File: config.mk
export PLATFORM = sky130hd
export DESIGN_NAME = calcTop
export DESIGN_NICKNAME = d
export VERILOG_FILES = /design/src/common/calcPkg.sv /design/src/rtl/scanTimer.sv /design/src/keypad/keypadScanner.sv /design/src/keypad/keyDecoder.sv /design/src/rtl/calcExecute.sv /design/src/rtl/resultFormatter.sv /design/src/rtl/calcTop.sv
export SDC_FILE = /design/constraint.sdc
export NUM_CORES = 1
export LEC_CHECK = 0
export ABC_AREA = 1
export ABC_CLOCK_PERIOD_IN_PS = 6020
export BUFFER_PORTS_ARGS = -buffer_cell sky130_fd_sc_hd__buf_2
export CAP_MARGIN = 10
export CORE_UTILIZATION = 30
export CTS_CLUSTER_SIZE = 40
export DETAILED_ROUTE_END_ITERATION = 16
export SYNTH_ARGS = -nofsm -noshare
export SYNTH_HDL_FRONTEND = slang
export SYNTH_SLANG_ARGS = --single-unit
File: constraint.sdc
create_clock -name Clock -period 6.02 [get_ports Clock]
set_input_delay 0.602 -clock Clock [delete_from_list [all_inputs] [get_ports Clock]]
set_output_delay 0.602 -clock Clock [all_outputs]
set_load 0.01 [all_outputs]
File: src/common/calcPkg.sv
`default_nettype none

package calcPkg;

    localparam int KeyCount      = 16;
    localparam int ScanLfsrWidth = 6;     // 63 cycles between scan ticks
    localparam int DebounceScans = 3;
    localparam int DebounceWidth = $clog2(DebounceScans + 1);
    localparam int MaxDigits     = 4;
    localparam int DataWidth     = 16;
    localparam int DisplayLimit  = 9999;

    // any nonzero seed works, the tick fires when the state comes back to it
    localparam logic [ScanLfsrWidth-1:0] ScanLfsrSeed = {{(ScanLfsrWidth - 1){1'b0}}, 1'b1};

    typedef enum logic [2:0] {
        opAdd   = 3'd0,
        opSub   = 3'd1,
        opMul   = 3'd2,
        opNeg   = 3'd3,
        opEqual = 3'd4,
        opClear = 3'd5
    } opCode;

    typedef struct packed {
        logic       isOperator;   // zero in this view
        logic [3:0] value;        // 0 to 9
    } digitView;

    typedef struct packed {
        logic  isOperator;        // one in this view
        logic  pad;
        opCode op;
    } operatorView;

    // the top bit tells which view holds
    typedef union packed {
        digitView    digit;
        operatorView oper;
    } keyToken;

    // index is column * 4 + row
    localparam keyToken KeyMap [KeyCount] = '{
        5'h01, 5'h04, 5'h07, {1'b1, 1'b0, opMul},     // column 0: 1 4 7 *
        5'h02, 5'h05, 5'h08, 5'h00,                   // column 1: 2 5 8 0
        5'h03, 5'h06, 5'h09, {1'b1, 1'b0, opNeg},     // column 2: 3 6 9 #
        {1'b1, 1'b0, opAdd},                          // A
        {1'b1, 1'b0, opSub},                          // B
        {1'b1, 1'b0, opEqual},                        // C
        {1'b1, 1'b0, opClear}                         // D
    };

endpackage

`default_nettype wire

File: src/rtl/scanTimer.sv
`timescale 1ns/1ns
`default_nettype none

module scanTimer (
    input  logic Clock,
    input  logic Reset,
    output logic ScanTick
);
    import calcPkg::*;

    logic [ScanLfsrWidth-1:0] lfsrState;
    logic                     feedback;

    // x^6 + x^5 + 1, maximal length so every nonzero state is visited
    assign feedback = lfsrState[ScanLfsrWidth-1] ^ lfsrState[ScanLfsrWidth-2];

    always_ff @(posedge Clock or negedge Reset) begin
        if (!Reset) begin
            lfsrState <= ScanLfsrSeed;
        end else begin
            lfsrState <= {lfsrState[ScanLfsrWidth-2:0], feedback};   // shift left
        end
    end

    // one pulse per lap of the sequence
    assign ScanTick = (lfsrState == ScanLfsrSeed);

endmodule

`default_nettype wire

File: src/keypad/keypadScanner.sv
`timescale 1ns/1ns
`default_nettype none

module keypadScanner (
    input  logic       Clock,
    input  logic       Reset,
    input  logic       ScanTick,
    input  logic [3:0] RowIn,
    output logic [3:0] ColOut,
    output logic       KeyRdy,
    input  logic       KeyRd,
    output logic [3:0] KeyIndex
);
    import calcPkg::*;

    typedef enum logic [1:0] {
        stScan,
        stCheck,
        stWaitRead,
        stWaitRelease
    } scanState;

    scanState                 state;
    logic [1:0]               colIndex;
    logic                     phase;          // second tick of a column samples it
    logic [KeyCount-1:0]      snapshot;       // active low, one bit per key
    logic [KeyCount-1:0]      pressed;
    logic                     oneKey;
    logic [3:0]               foundIndex;
    logic                     walking;
    logic                     scanDone;
    logic [DebounceWidth-1:0] debCount;
    logic [DebounceWidth-1:0] nextCount;

    assign ColOut   = ~(4'b0001 << colIndex);     // active low column drive
    assign walking  = (state == stScan) || (state == stWaitRelease);
    assign scanDone = walking && ScanTick && phase && (colIndex == 2'd3);
    assign pressed  = ~snapshot;
    assign oneKey   = (pressed != '0) && ((pressed & (pressed - 1'b1)) == '0);

    // same key as last scan keeps counting, anything else starts over
    assign nextCount = (debCount != '0 && KeyIndex == foundIndex) ?
                       debCount + 1'b1 : DebounceWidth'(1);

    always_comb begin
        foundIndex = '0;
        for (int i = 0; i < KeyCount; i++) begin
            if (pressed[i]) foundIndex = 4'(i);
        end
    end

    always_ff @(posedge Clock or negedge Reset) begin
        if (!Reset) begin
            colIndex <= '0;
            phase    <= 1'b0;
        end else if (walking && ScanTick) begin
            phase <= !phase;
            if (phase) colIndex <= colIndex + 1'b1;   // wraps to column 0
        end
    end

    always_ff @(posedge Clock) begin
        if (walking && ScanTick && phase) snapshot[colIndex*4 +: 4] <= RowIn;
    end

    always_ff @(posedge Clock or negedge Reset) begin
        if (!Reset) begin
            state    <= stScan;
            KeyRdy   <= 1'b0;
            KeyIndex <= '0;
            debCount <= '0;
        end else begin
            case (state)
                stScan: begin
                    if (scanDone) state <= stCheck;
                end
                stCheck: begin
                    state <= stScan;
                    if (!oneKey) begin
                        debCount <= '0;
                    end else if (nextCount == DebounceWidth'(DebounceScans)) begin
                        KeyRdy   <= 1'b1;
                        KeyIndex <= foundIndex;
                        debCount <= '0;
                        state    <= stWaitRead;
                    end else begin
                        KeyIndex <= foundIndex;
                        debCount <= nextCount;
                    end
                end
                stWaitRead: begin
                    // scanning stalls until the key is taken
                    if (KeyRd) begin
                        KeyRdy <= 1'b0;
                        state  <= stWaitRelease;
                    end
                end
                default: begin
                    // last nibble lands this edge, so look at RowIn directly
                    if (scanDone && {RowIn, snapshot[KeyCount-5:0]} == '1) state <= stScan;
                end
            endcase
        end
    end

endmodule

`default_nettype wire

File: src/keypad/keyDecoder.sv
`timescale 1ns/1ns
`default_nettype none

module keyDecoder (
    input  logic            Clock,
    input  logic            Reset,
    input  logic            KeyRdy,
    input  logic [3:0]      KeyIndex,
    output logic            KeyRd,
    output calcPkg::keyToken Token,
    output logic            TokenValid
);
    import calcPkg::*;

    logic keyTaken;     // high from the read until KeyRdy drops
    logic takeKey;

    assign takeKey = KeyRdy && !keyTaken;

    always_ff @(posedge Clock or negedge Reset) begin
        if (!Reset) begin
            keyTaken   <= 1'b0;
            KeyRd      <= 1'b0;
            TokenValid <= 1'b0;
        end else begin
            KeyRd      <= takeKey;          // one-cycle pulses
            TokenValid <= takeKey;
            if (takeKey) begin
                keyTaken <= 1'b1;
            end else if (!KeyRdy) begin
                keyTaken <= 1'b0;           // scanner has let go
            end
        end
    end

    // table lookup, held until the next key
    always_ff @(posedge Clock) begin
        if (takeKey) Token <= KeyMap[KeyIndex];
    end

endmodule

`default_nettype wire

File: src/rtl/calcExecute.sv
`timescale 1ns/1ns
`default_nettype none

module calcExecute (
    input  logic                                  Clock,
    input  logic                                  Reset,
    input  calcPkg::keyToken                      Token,
    input  logic                                  TokenValid,
    output logic signed [calcPkg::DataWidth-1:0]  ShowValue,
    output logic                                  KeyAccepted
);
    import calcPkg::*;

    logic signed [DataWidth-1:0] entry;
    logic signed [DataWidth-1:0] accumulator;
    logic signed [DataWidth-1:0] leftOperand;
    logic signed [DataWidth-1:0] digitValue;
    logic [2:0]                  digitCount;
    opCode                       pendingOp;
    logic                        showEntry;
    logic                        leftCleared;    // set after equals

    function automatic logic signed [DataWidth-1:0] applyOp(
        input opCode                       op,
        input logic signed [DataWidth-1:0] lhs,
        input logic signed [DataWidth-1:0] rhs
    );
        case (op)
            opSub:   return lhs - rhs;
            opMul:   return lhs * rhs;     // low half only, wraps
            default: return lhs + rhs;
        endcase
    endfunction

    assign digitValue  = {{(DataWidth - 4){1'b0}}, Token.digit.value};
    assign leftOperand = leftCleared ? '0 : accumulator;
    assign ShowValue   = showEntry ? entry : accumulator;

    always_ff @(posedge Clock or negedge Reset) begin
        if (!Reset) begin
            entry       <= '0;
            accumulator <= '0;
            digitCount  <= '0;
            pendingOp   <= opAdd;
            showEntry   <= 1'b0;
            leftCleared <= 1'b0;
            KeyAccepted <= 1'b0;
        end else begin
            KeyAccepted <= TokenValid;
            if (TokenValid && !Token.digit.isOperator) begin
                if (digitCount < 3'(MaxDigits)) begin
                    entry      <= entry * 16'sd10 + digitValue;
                    digitCount <= digitCount + 1'b1;
                    showEntry  <= 1'b1;
                end
            end else if (TokenValid) begin
                case (Token.oper.op)
                    opNeg: begin
                        entry     <= -entry;
                        showEntry <= 1'b1;
                    end
                    opClear: begin
                        entry       <= '0;
                        accumulator <= '0;
                        digitCount  <= '0;
                        pendingOp   <= opAdd;
                        showEntry   <= 1'b0;
                        leftCleared <= 1'b0;
                    end
                    default: begin
                        // add, sub, mul and equal finish the pending operation
                        accumulator <= applyOp(pendingOp, leftOperand, entry);
                        entry       <= '0;
                        digitCount  <= '0;
                        showEntry   <= 1'b0;
                        pendingOp   <= (Token.oper.op == opEqual) ? opAdd : Token.oper.op;
                        leftCleared <= (Token.oper.op == opEqual);   // next sum starts fresh
                    end
                endcase
            end
        end
    end

endmodule

`default_nettype wire

File: src/rtl/resultFormatter.sv
`timescale 1ns/1ns
`default_nettype none

module resultFormatter (
    input  logic                                 Clock,
    input  logic                                 Reset,
    input  logic signed [calcPkg::DataWidth-1:0] ShowValue,
    output logic [15:0]                          Magnitude,
    output logic                                 Negative,
    output logic                                 Overflow
);
    import calcPkg::*;

    logic                 isNegative;
    logic [DataWidth-1:0] absValue;

    assign isNegative = ShowValue[DataWidth-1];
    // -32768 comes out as 0x8000, still right as unsigned
    assign absValue   = isNegative ? -ShowValue : ShowValue;

    always_ff @(posedge Clock or negedge Reset) begin
        if (!Reset) begin
            Magnitude <= '0;
            Negative  <= 1'b0;
            Overflow  <= 1'b0;
        end else begin
            Magnitude <= absValue;
            Negative  <= isNegative;
            Overflow  <= (absValue > DisplayLimit);   // more than four digits
        end
    end

endmodule

`default_nettype wire

File: src/rtl/calcTop.sv
`timescale 1ns/1ns
`default_nettype none

module calcTop (
    input  logic        Clock,
    input  logic        Reset,
    input  logic [3:0]  RowIn,
    output logic [3:0]  ColOut,
    output logic [15:0] Magnitude,
    output logic        Negative,
    output logic        Overflow,
    output logic        KeyAccepted
);
    import calcPkg::*;

    logic                        scanTick;
    logic                        keyRdy;
    logic                        keyRd;
    logic [3:0]                  keyIndex;
    keyToken                     token;
    logic                        tokenValid;
    logic signed [DataWidth-1:0] showValue;

    scanTimer uTimer (
        .Clock    (Clock),
        .Reset    (Reset),
        .ScanTick (scanTick)
    );

    keypadScanner uScanner (
        .Clock    (Clock),
        .Reset    (Reset),
        .ScanTick (scanTick),
        .RowIn    (RowIn),
        .ColOut   (ColOut),
        .KeyRdy   (keyRdy),
        .KeyRd    (keyRd),
        .KeyIndex (keyIndex)
    );

    keyDecoder uDecoder (
        .Clock      (Clock),
        .Reset      (Reset),
        .KeyRdy     (keyRdy),
        .KeyIndex   (keyIndex),
        .KeyRd      (keyRd),
        .Token      (token),
        .TokenValid (tokenValid)
    );

    calcExecute uExecute (
        .Clock       (Clock),
        .Reset       (Reset),
        .Token       (token),
        .TokenValid  (tokenValid),
        .ShowValue   (showValue),
        .KeyAccepted (KeyAccepted)
    );

    resultFormatter uFormatter (
        .Clock     (Clock),
        .Reset     (Reset),
        .ShowValue (showValue),
        .Magnitude (Magnitude),
        .Negative  (Negative),
        .Overflow  (Overflow)
    );

endmodule

`default_nettype wire

==> Word level (Yosys, flattened, before mapping) <==
Memory sizes are Yosys's and may differ from the RTL's. A register that Yosys moved wholly into a read port is not among the register bits.
Index checks and enable logic that the tools add are counted.
{ "word_totals": {"ff_bits": 95, "rom_bits": 80, "input_bits": 6, "out_inout_bits": 23, "wordCells": 142, "n_memories": 1} }
{ "classes": {"n_addsub": 10, "mul": 2, "order_cmp": 2, "n_eq_ne": 20, "n_shift": 3, "n_mux": 51, "n_bitwise": 7, "n_reduce_logical": 26} }
{ "mem_list": {"columns": ["memory", "words", "word_bits", "rd", "rd_ports_with_merged_regs", "write_ports", "line_no", "rtl"], "rows": [
  ["(no name shown)", 16, 5, 1, 1, 0, "keyDecoder.sv:38", "if (takeKey) Token <= KeyMap[KeyIndex];"]
]} }
{ "ops": {"columns": ["operator", "n"], "rows": [
  ["16-bit two-way mux", 7],
  ["16-bit case mux with 2 select lines", 2],
  ["4-bit two-way mux", 14],
  ["4-bit negation with 34-bit output", 1],
  ["4-bit by 34-bit variable shift with 16-bit output (first input constant)", 1],
  ["4-bit by 34-bit indexed part select with 16-bit output", 1],
  ["16-bit negation", 2],
  ["16-bit adder", 1],
  ["16-bit by 5-bit adder with 16-bit output", 1],
  ["16-bit bitwise AND", 1],
  ["16-bit bitwise mux", 1],
  ["16-bit == test (second input constant)", 1],
  ["16-bit by 14-bit > comparator with 1-bit output (second input constant)", 1],
  ["16-bit logical NOT", 1],
  ["16-bit by 16-bit multiplier with 16-bit output", 1],
  ["16-bit by 4-bit multiplier with 15-bit output (second input constant)", 1],
  ["2-bit two-way mux", 8],
  ["16-bit inverter", 1],
  ["16-bit nonzero test", 1],
  ["16-bit by 1-bit subtractor with 16-bit output (second input constant)", 1],
  ["16-bit subtractor", 1],
  ["3-bit two-way mux", 5],
  ["2-bit by 1-bit != test with 1-bit output (second input constant)", 6],
  ["1-bit two-way mux", 10],
  ["28 further kinds", 51]
]} }

==> Longest topological paths before layout <==
Gate-level depths: netlist of the first run.
{ "depth": {"word_depth": 23, "mapped_depth": 34, "ltp_nobuf": 32} }

==> By module <==
Synthesis of the first run repeated with hierarchy kept, for this count alone.
{ "hier_totals": {"hier_cells": 1657, "area_unflattened_um2": 12070.3} }
{ "modules_own_cells": {"columns": ["mod", "instances", "cells_each", "area_each_um2", "seq_area_each_um2"], "rows": [
  ["calcExecute", 1, 1272, 8752.1, 1026.0],
  ["keypadScanner", 1, 205, 1709.1, 780.7],
  ["resultFormatter", 1, 119, 991.0, 450.4],
  ["keyDecoder", 1, 46, 422.9, 200.2],
  ["scanTimer", 1, 15, 195.2, 151.4]
]} }

==> Least setup slack after synthesis of the first run <==
Ideal clock, no wire load.
{ "synth_path": {"path_type": "reg2reg", "startpoint": "reg uExecute.entry[4]", "endpoint": "reg uExecute.accumulator[13]", "arrival_ns": 5.412, "required_ns": 5.886, "slack_ns": 0.475, "stages_incl_launch_ff": 27, "synth_period_minus_slack_ns": 5.545, "cell_sequence": "dfrtp_1 buf_2 inv_1 clkbuf_1 nor2_1 fa_1 inv_1 fa_1 fa_1 inv_1 ha_1 fa_1 inv_1 fa_1 inv_1 ha_1 nand2_1 inv_1 a221oi_1 nand2_1 nand2_1 nand2_1 a21oi_1 xor2_1 nand2_1 nand3_1 o21ai_0"} }
{ "synth_between": {"elab_chain_len": 3, "elab_cells_between_ends": 5, "classes_between": "add/sub: 2; mul: 1; mux: 2"} }
{ "synth_rtl": {"columns": ["element", "line_no", "rtl"], "rows": [
  ["from (decl)", "calcExecute.sv:14", "logic signed [DataWidth-1:0] entry;"],
  ["from (signal assigned)", "calcExecute.sv:52", "entry <= entry * 16'sd10 + digitValue;"],
  ["from (signal assigned)", "calcExecute.sv:59", "entry <= -entry;"],
  ["16-bit by 16-bit multiplier with 16-bit output, or another cell as far along", "calcExecute.sv:30", "opMul: return lhs * rhs;"],
  ["16-bit case mux with 2 select lines *", "calcExecute.sv:28", "case (op)"],
  ["16-bit case mux with 2 select lines *", "calcExecute.sv:57", "case (Token.oper.op)"],
  ["to (signal assigned)", "calcExecute.sv:72", "accumulator <= applyOp(pendingOp, leftOperand, entry);"],
  ["to (decl)", "calcExecute.sv:15", "logic signed [DataWidth-1:0] accumulator;"]
]} }
Every way passes the cells marked *; elsewhere a longest branch is shown, timed or not.
A chain may end at the register's enable or synchronous reset.

==> Final worst setup path of the first run <==
{ "layout_path": {"startpoint": "reg uExecute.leftCleared", "endpoint": "reg uExecute.accumulator[13]"} }
{ "layout_between": {"elab_chain_len": 4, "elab_cells_between_ends": 6, "classes_between": "add/sub: 2; mul: 1; mux: 3"} }
{ "layout_rtl": {"columns": ["element", "line_no", "rtl"], "rows": [
  ["from (decl)", "calcExecute.sv:21", "logic leftCleared;"],
  ["from (signal assigned)", "calcExecute.sv:77", "leftCleared <= (Token.oper.op == opEqual);"],
  ["16-bit two-way mux *", "calcExecute.sv:36", "assign leftOperand = leftCleared ? '0 : accumulator;"],
  ["16-bit by 16-bit multiplier with 16-bit output, or another cell as far along", "calcExecute.sv:30", null],
  ["16-bit case mux with 2 select lines *", "calcExecute.sv:28", null],
  ["16-bit case mux with 2 select lines *", "calcExecute.sv:57", null]
]} }
Marks and branches as above.

==> results of run 1 <==
-- worst paths after layout --
kind | start | to | slack, ps | depth (start not counted)
max reg2reg | uExecute.leftCleared | uExecute.accumulator[13] | 270 | 28
min | uTimer.lfsrState[4] | uTimer.lfsrState[5] | 390 | 0
min in group asynchronous | Reset | uScanner.colIndex[1] | 440 | 1
min reg2reg | uTimer.lfsrState[4] | uTimer.lfsrState[5] | 390 | 0
max in group asynchronous | Reset | uExecute.leftCleared | 4900 | 1
max | uExecute.leftCleared | uExecute.accumulator[13] | 270 | 28
-- logic make-up after synthesis --
kind of cell | synth area share (%)
XOR/XNOR | 6.05
adder cells (fa/ha/maj) | 27.7
buffers and inverters | 11.7
flip-flops | 22.8
AND/OR/NAND/NOR | 21.6
AO/OA/AOI/OAI | 10.0
-- power breakdown --
part	internal [mW]	total (mW)	switching (mW)
registers	0.689	0.689	0
clock network	0.299	0.608	0.309
logic	0.00190	0.0158	0.0139
total	0.990	1.31	0.323
-- cell usage after synthesis, types with 3 or more instances --
library cell	instances	share of area [%]
inv_2	3	0.099
nand3_1	58	2.5
nor2_4	3	0.30
nor2_1	157	5.2
nor2_2	8	0.44
o211ai_1	6	0.39
edfxtp_1	21	5.5
xnor2_1	26	2.0
buf_6	3	0.30
clkbuf_1	20	0.66
a22oi_1	4	0.26
xor2_1	51	3.9
clkinv_1	4	0.13
nand2_1	285	9.4
o21ai_1	6	0.26
dfrtp_1	78	17
o22ai_1	5	0.27
nand2_2	3	0.16
o21bai_1	3	0.20
nor3_1	28	1.2
nand3b_1	3	0.20
nor4_1	4	0.22
or2_2	7	0.38
o21ai_0	92	4.0
a21oi_1	55	2.4
nor3_2	3	0.26
a2bb2oi_1	4	0.31
inv_1	305	10
ha_1	122	13
a31oi_1	9	0.49
fa_1	82	14
nand4_1	10	0.55
buf_2	7	0.31
-- area by class of cell --
| type | instances | area (µm²) | share of cell area (%) |
|---|---|---|---|
| tap | 511 | 639 | 4.97 |
| inverter | 312 | 1170 | 9.10 |
| sequential | 100 | 2610 | 20.3 |
| clock inverter | 7 | 83.8 | 0.651 |
| timing repair buffer | 90 | 637 | 4.95 |
| multi-input combinational | 1061 | 7500 | 58.3 |
| clock buffer | 9 | 225 | 1.75 |
-- sequential cells by signal (all words and copies together) (netlist names), 2 cells and up --
name	cells
uDecoder.Token	5
uScanner.colIndex	2
uTimer.lfsrState	6
uScanner.snapshot	16
uExecute.accumulator	16
uScanner.state	2
uExecute.pendingOp	3
uFormatter.Magnitude	16
uExecute.digitCount	3
uScanner.KeyIndex	4
uScanner.debCount	2
uExecute.entry	16
-- through the flow --
| step | utilization (%) | TNS [ps] |
|---|---|---|
| after floorplan | - | 0 |
| after global placement | 33.3 | 0 |
| after detailed placement | 33.3 | 0 |
| after CTS | 34.1 | 0 |
| after global routing | 34.2 | -25.2 |
| final | 34.2 | 0 |
-- worst max-delay path, delay by kind of cell, from the launching register on --
kind / cells / cell delay [ps]
XOR/XNOR: 1 / 210
AO/OA/AOI/OAI: 3 / 540
buffers and inverters: 9 / 800
flip-flops: 1 / 430
AND/OR/NAND/NOR: 8 / 630
adder cells (fa/ha/maj): 7 / 3010
-- per-layer routing --
| metal | wire length, µm | track usage, % | vias up |
|---|---|---|---|
| li1 | - | - | 4861 |
| met1 | 14500 | 22.8 | 4715 |
| met2 | 14900 | 28.7 | 263 |
| met3 | 2030 | 2.71 | 64 |
| met4 | 1090 | 5.83 | 0 |
| met5 | 0 | 0 | - |
-- what timing repair did --
item | in CTS | in global routing
endpoints found under the setup margin | 0 | 4
gates resized for setup | 0 | 9
buffers inserted | 0 | 2
==> out/qor.csv, run 1 <==
stage,metric,value,unit
timing,worst_slew_pin_slew,1150,ps
clock_tree,clk_latency,360,ps
clock_tree,clkSlewWorstSetupHoldPaths,80,ps
clock_tree,cts_made_buffers,9,
power,leakage,6.57,nW
global_routing,grt_max_degree,80,
timing,worst_slack,268,ps
placed_design,finalWeightedCongestion,0.982,
synth,synth-edff-count,21,
clock_tree,clkSinkCount,100,
timing,hold_violations,0,
cells_and_area,syn_to_final_growth,12.7,%
synth,async_reset_ff_share,79.0,%
clock_tree,postCtsHoldBufs,0,
setup_path,cp_common_cell,inv_1,
cells_and_area,final_cell_mix,"303 x inv_1, 285 x nand2_1, 155 x nor2_1, 121 x ha_1, 92 x o21ai_0",
global_routing,grt_pass1_vias,9958,
cells_and_area,n_fill_cell,3964,
timing,finalCriticalPeriod,5750,ps
global_routing,antenna_found_initial,0,
synth,syn-cell-area,11400,µm²
clock_tree,cts_tree,done,
floorplan,rows,71,
synth,ys_seq_elements,100,
cells_and_area,layout-drive-gt1-share,9.44,%
routing,drt_iter0_drc,658,
floorplan,coreArea,37600,µm²
global_routing,grt_use_total,17.3,%
timing,slew_headroom,22.9,%
global_routing,grt_pass1_wl,52200,µm
clock_tree,htree_levels,3,
timing,setup_viol,0,
synth,syn_avg_cell_area,7.58,µm²
routing,drtAntennaViolNets,0,
setup_path,cp.required,6260,ps
timing,finalMaxSlewViolations,0,
setup_path,end_kind,flop,
timing,fmax,0.174,GHz
synth,synthFlopType,dfrtp_1,
setup_path,critical_path_class,flop to flop,
cells_and_area,num_antenna_cells,0,
routing,wl_per_cell,15.6,µm
routing,viasPerCell,4.74,
floorplan,dieArea,38800,µm²
setup_path,arrival,5990,ps
cells_and_area,nNetsFinal,1784,
placed_design,placed_cell_area,12500,µm²
clock_tree,cts-root-buf,clkbuf_16,
routing,routed_wl,32500,µm
placed_design,pre_cts_ws,116,ps
placed_design,dpl.cell_count,2072,
synth,syn-num-nets,1716,
placed_design,portBuffers,28,
routing,drc,0,
power,total_power,1.31,mW
floorplan,start_util,30.4,%
power,pwr_density_cell,102,nW/µm²
cells_and_area,final_common_cell,inv_1,
synth,synth-seq-area-share,22.8,%
placed_design,post-dp-hpwl,26800,µm
synth,syn_inst,1506,
synth,yosys_warnings,0,
setup_path,cp-start-kind,flop,
global_routing,grt_overflow_total,0,
floorplan,top_level_ports,29,
setup_path,cpPeakStageDelay,520,ps
timing,timing.hold.ws,385,ps
routing,num_vias,9903,
cells_and_area,final_cell_area,12900,µm²
floorplan,dieHeight,197,µm
worst_hold_path,hold_path_class,flop to flop,
power,ir_drop,0.133,mV
timing,fin_skew,14.1,ps
timing,fin_crit_sh,95.5,%
setup_path,cp_slowest_cell,fa_1,
routing,dr.pass1.iters,5,
clock_tree,clockBufferDepth,2,
floorplan,die_x,197,µm
job,drv_cap,0,
setup_path,critPathMaxFanout,5,
synth,synth_cell_types,56,
cells_and_area,final_cells,2090,
status,outcome,"finished, final reports clean",
Power figures use the tool's default switching activity.
==> run 2: changes to the inputs <==
BUFFER_PORTS_ARGS = -buffer_cell sky130_fd_sc_hd__buf_4   (was -buffer_cell sky130_fd_sc_hd__buf_2)
==> out/qor.csv, run 2 (same netlist as run 1, synthesis figures left out) <==
stage,metric,value,unit,change
setup_path,cp_common_cell,fa_1,,
cells_and_area,final_common_cell,inv_1,,
routing,drt_iter0_drc,704,,+7.0%
timing,worst_slew_pin_slew,1170,ps,+17.8 ps
setup_path,r2r-start,uExecute.leftCleared,,
floorplan,rows,71,,unchanged
floorplan,coreArea,37600,µm²,unchanged
routing,num_vias,9932,,+0.29%
clock_tree,clockBufferDepth,2,,unchanged
routing,viasPerCell,4.74,,+0.10%
global_routing,antenna_found_initial,0,,unchanged
clock_tree,clk_latency,360,ps,about the same
timing,timing.hold.ws,380,ps,-4.83 ps
setup_path,critical_path_class,flop to flop,,
power,ir_drop,0.130,mV,-2.4%
worst_hold_path,whs_path_depth,0,,unchanged
routing,dr.pass1.iters,5,,unchanged
cells_and_area,final_cell_mix,"300 x inv_1, 284 x nand2_1, 156 x nor2_1, 122 x ha_1",,
routing,drc,0,,unchanged
power,leakage,6.59,nW,+0.25%
setup_path,arrival,5960,ps,-30 ps
timing,setup_viol,0,,unchanged
timing,finalCriticalPeriod,5720,ps,-33.6 ps
cells_and_area,multiInputGateArea,7510,µm²,about the same
floorplan,die_x,197,µm,unchanged
setup_path,cp-start-kind,flop,,
global_routing,grt_overflow_total,0,,unchanged
job,drv_cap,0,,unchanged
cells_and_area,layout-drive-gt1-share,9.92,%,+0.48 points
timing,slew_headroom,21.7,%,-1.2 points
timing,finalMaxSlewViolations,0,,unchanged
routing,wl_per_cell,15.6,µm,about the same
clock_tree,cts_tree,done,,
cells_and_area,seq_area,2610,µm²,about the same
placed_design,post-dp-hpwl,26800,µm,about the same
worst_hold_path,hold_path_class,flop to flop,,
timing,setup-tns-final,0,ps,unchanged
power,total_power,1.30,mW,-1.0%
setup_path,critPathMaxFanout,8,,+3
setup_path,rrSetupSlack,300,ps,+30 ps
cells_and_area,final_cell_area,12900,µm²,+0.62%
clock_tree,clkSinkCount,100,,unchanged
power,pwr_density_cell,100,nW/µm²,-1.6%
global_routing,grt_pass1_wl,52700,µm,+0.93%
setup_path,path_cells,"buf_12, nor2_2, buf_4, nand2_1, fa_1, inv_1, fa_1, fa_1, fa_1, fa_1, inv_1, fa_1, inv_1, ha_1, nand2_1, a21oi_1, a211oi_1, o21ai_1, a31oi_2, inv_1, nand2_1, nand3_1, nand3_1, nand2_1",,
worst_hold_path,worst_hold_path.endpoint,uTimer.lfsrState[4],,
clock_tree,htree_levels,3,,unchanged
cells_and_area,syn_to_final_growth,13.4,%,
setup_path,cpPeakStageDelay,570,ps,+50 ps
timing,hold_violations,0,,unchanged
timing,fmax,0.175,GHz,+0.59%
routing,routed_wl,32600,µm,+0.23%
timing,rsz0062_at_grt,false,,
clock_tree,cts_made_buffers,9,,unchanged
placed_design,finalWeightedCongestion,0.970,,-1.2%
clock_tree,cts-root-buf,clkbuf_16,,
setup_path,cp_top_family,adder cells,,
setup_path,cp_slowest_cell,fa_1,,
cells_and_area,n_fill_cell,3997,,+0.83%
floorplan,top_level_ports,29,,unchanged
floorplan,start_util,30.4,%,unchanged
routing,drtAntennaViolNets,0,,unchanged
placed_design,placed_cell_area,12600,µm²,+0.78%
global_routing,grt_max_degree,80,,unchanged
cells_and_area,nNetsFinal,1788,,+0.22%
floorplan,dieHeight,197,µm,unchanged
worst_hold_path,hp-start,uTimer.lfsrState[3],,
status,outcome,"finished, final reports clean",,
setup_path,r2r-end,uExecute.accumulator[15],,
setup_path,critical_path_buf_inv_count,6,,-3
timing,fin_skew,11.5,ps,-2.66 ps
placed_design,portBuffers,28,,unchanged
cells_and_area,num_antenna_cells,0,,unchanged
timing,fin_crit_sh,95.0,%,-0.56 points
global_routing,grt_use_total,17.4,%,+0.076 points
clock_tree,clkSlewWorstSetupHoldPaths,80,ps,about the same
setup_path,cp.required,6270,ps,about the same
setup_path,ff2ff_path_depth,24,,-14%
global_routing,grt_pass1_vias,10100,,+1.3%
setup_path,end_kind,flop,,
floorplan,dieArea,38800,µm²,unchanged
[run 2: cell count changes in the layout (fill, tap and decap cells not counted), moves of 3 or more]
cell,previous run,this run
buf_2,27,0
buf_4,60,91
inv_1,303,300
inv_2,5,8
[run 2: layout make-up]
cell class | count | area share (%)
sequential | 100 | 20.2
multi-input combinational | 1061 | 58.0
timing repair buffer | 94 | 5.60
clock inverter | 7 | 0.541
inverter | 312 | 9.04
clock buffer | 9 | 1.74
tap | 511 | 4.94
[run 2: timing repair]
| action | 4_1_cts | 5_1_grt |
|---|---|---|
| buffers inserted | 0 | 2 |
| hold buffers | 0 | 0 |
| gates resized for setup | 0 | 15 |
| setup endpoints to repair | 0 | 4 |
[run 2: worst max-delay path by stage]
stage                               from                       end  slack [ps]  cells after the start
finish              uExecute.leftCleared  uExecute.accumulator[15]         300                     24
global route        uExecute.leftCleared  uExecute.accumulator[14]           2                     31
CTS                 uExecute.leftCleared  uExecute.accumulator[15]         160                     24
detailed placement  uExecute.leftCleared  uExecute.accumulator[15]         180                     24
global placement    uExecute.leftCleared  uExecute.accumulator[15]         250                     24
floorplan              uExecute.entry[4]  uExecute.accumulator[13]         470                     26
[run 2: power by group]
part | total, mW | switching [mW] | internal, mW
clock | 0.594 | 0.301 | 0.293
combinational | 0.0163 | 0.0137 | 0.00262
sequential | 0.689 | 0 | 0.689
total | 1.30 | 0.315 | 0.984
[run 2: metal layers]
metal	GRT usage [%]	up-vias	share of wire [%]
li1	-	4870	-
met1	23.6	4744	46
met3	1.42	50	5.1
met2	29.5	268	47
met5	0	-	0
met4	4.68	0	2.2
[run 2: through the flow]
step / setup slack, ps / instances / util, %
final: 302 / 2094 / 34.5
after global routing: 2.44 / 2094 / 34.5
after CTS: 156 / 2092 / 34.3
after detailed placement: 184 / 2076 / 33.5
after global placement: 249 / 2076 / 33.5
after floorplan: 475 / 1506 / -
[run 2: worst reg2reg max path: stages (launching register included)]
cell	delay, ps
dfrtp_2	450
buf_12	160
nor2_2	140
buf_4	210
nand2_1	100
fa_1	540
inv_1	50
fa_1	410
fa_1	570
fa_1	450
fa_1	550
inv_1	60
fa_1	540
inv_1	50
ha_1	300
nand2_1	60
a21oi_1	40
a211oi_1	180
o21ai_1	110
a31oi_2	290
inv_1	70
nand2_1	70
nand3_1	60
nand3_1	80
nand2_1	60
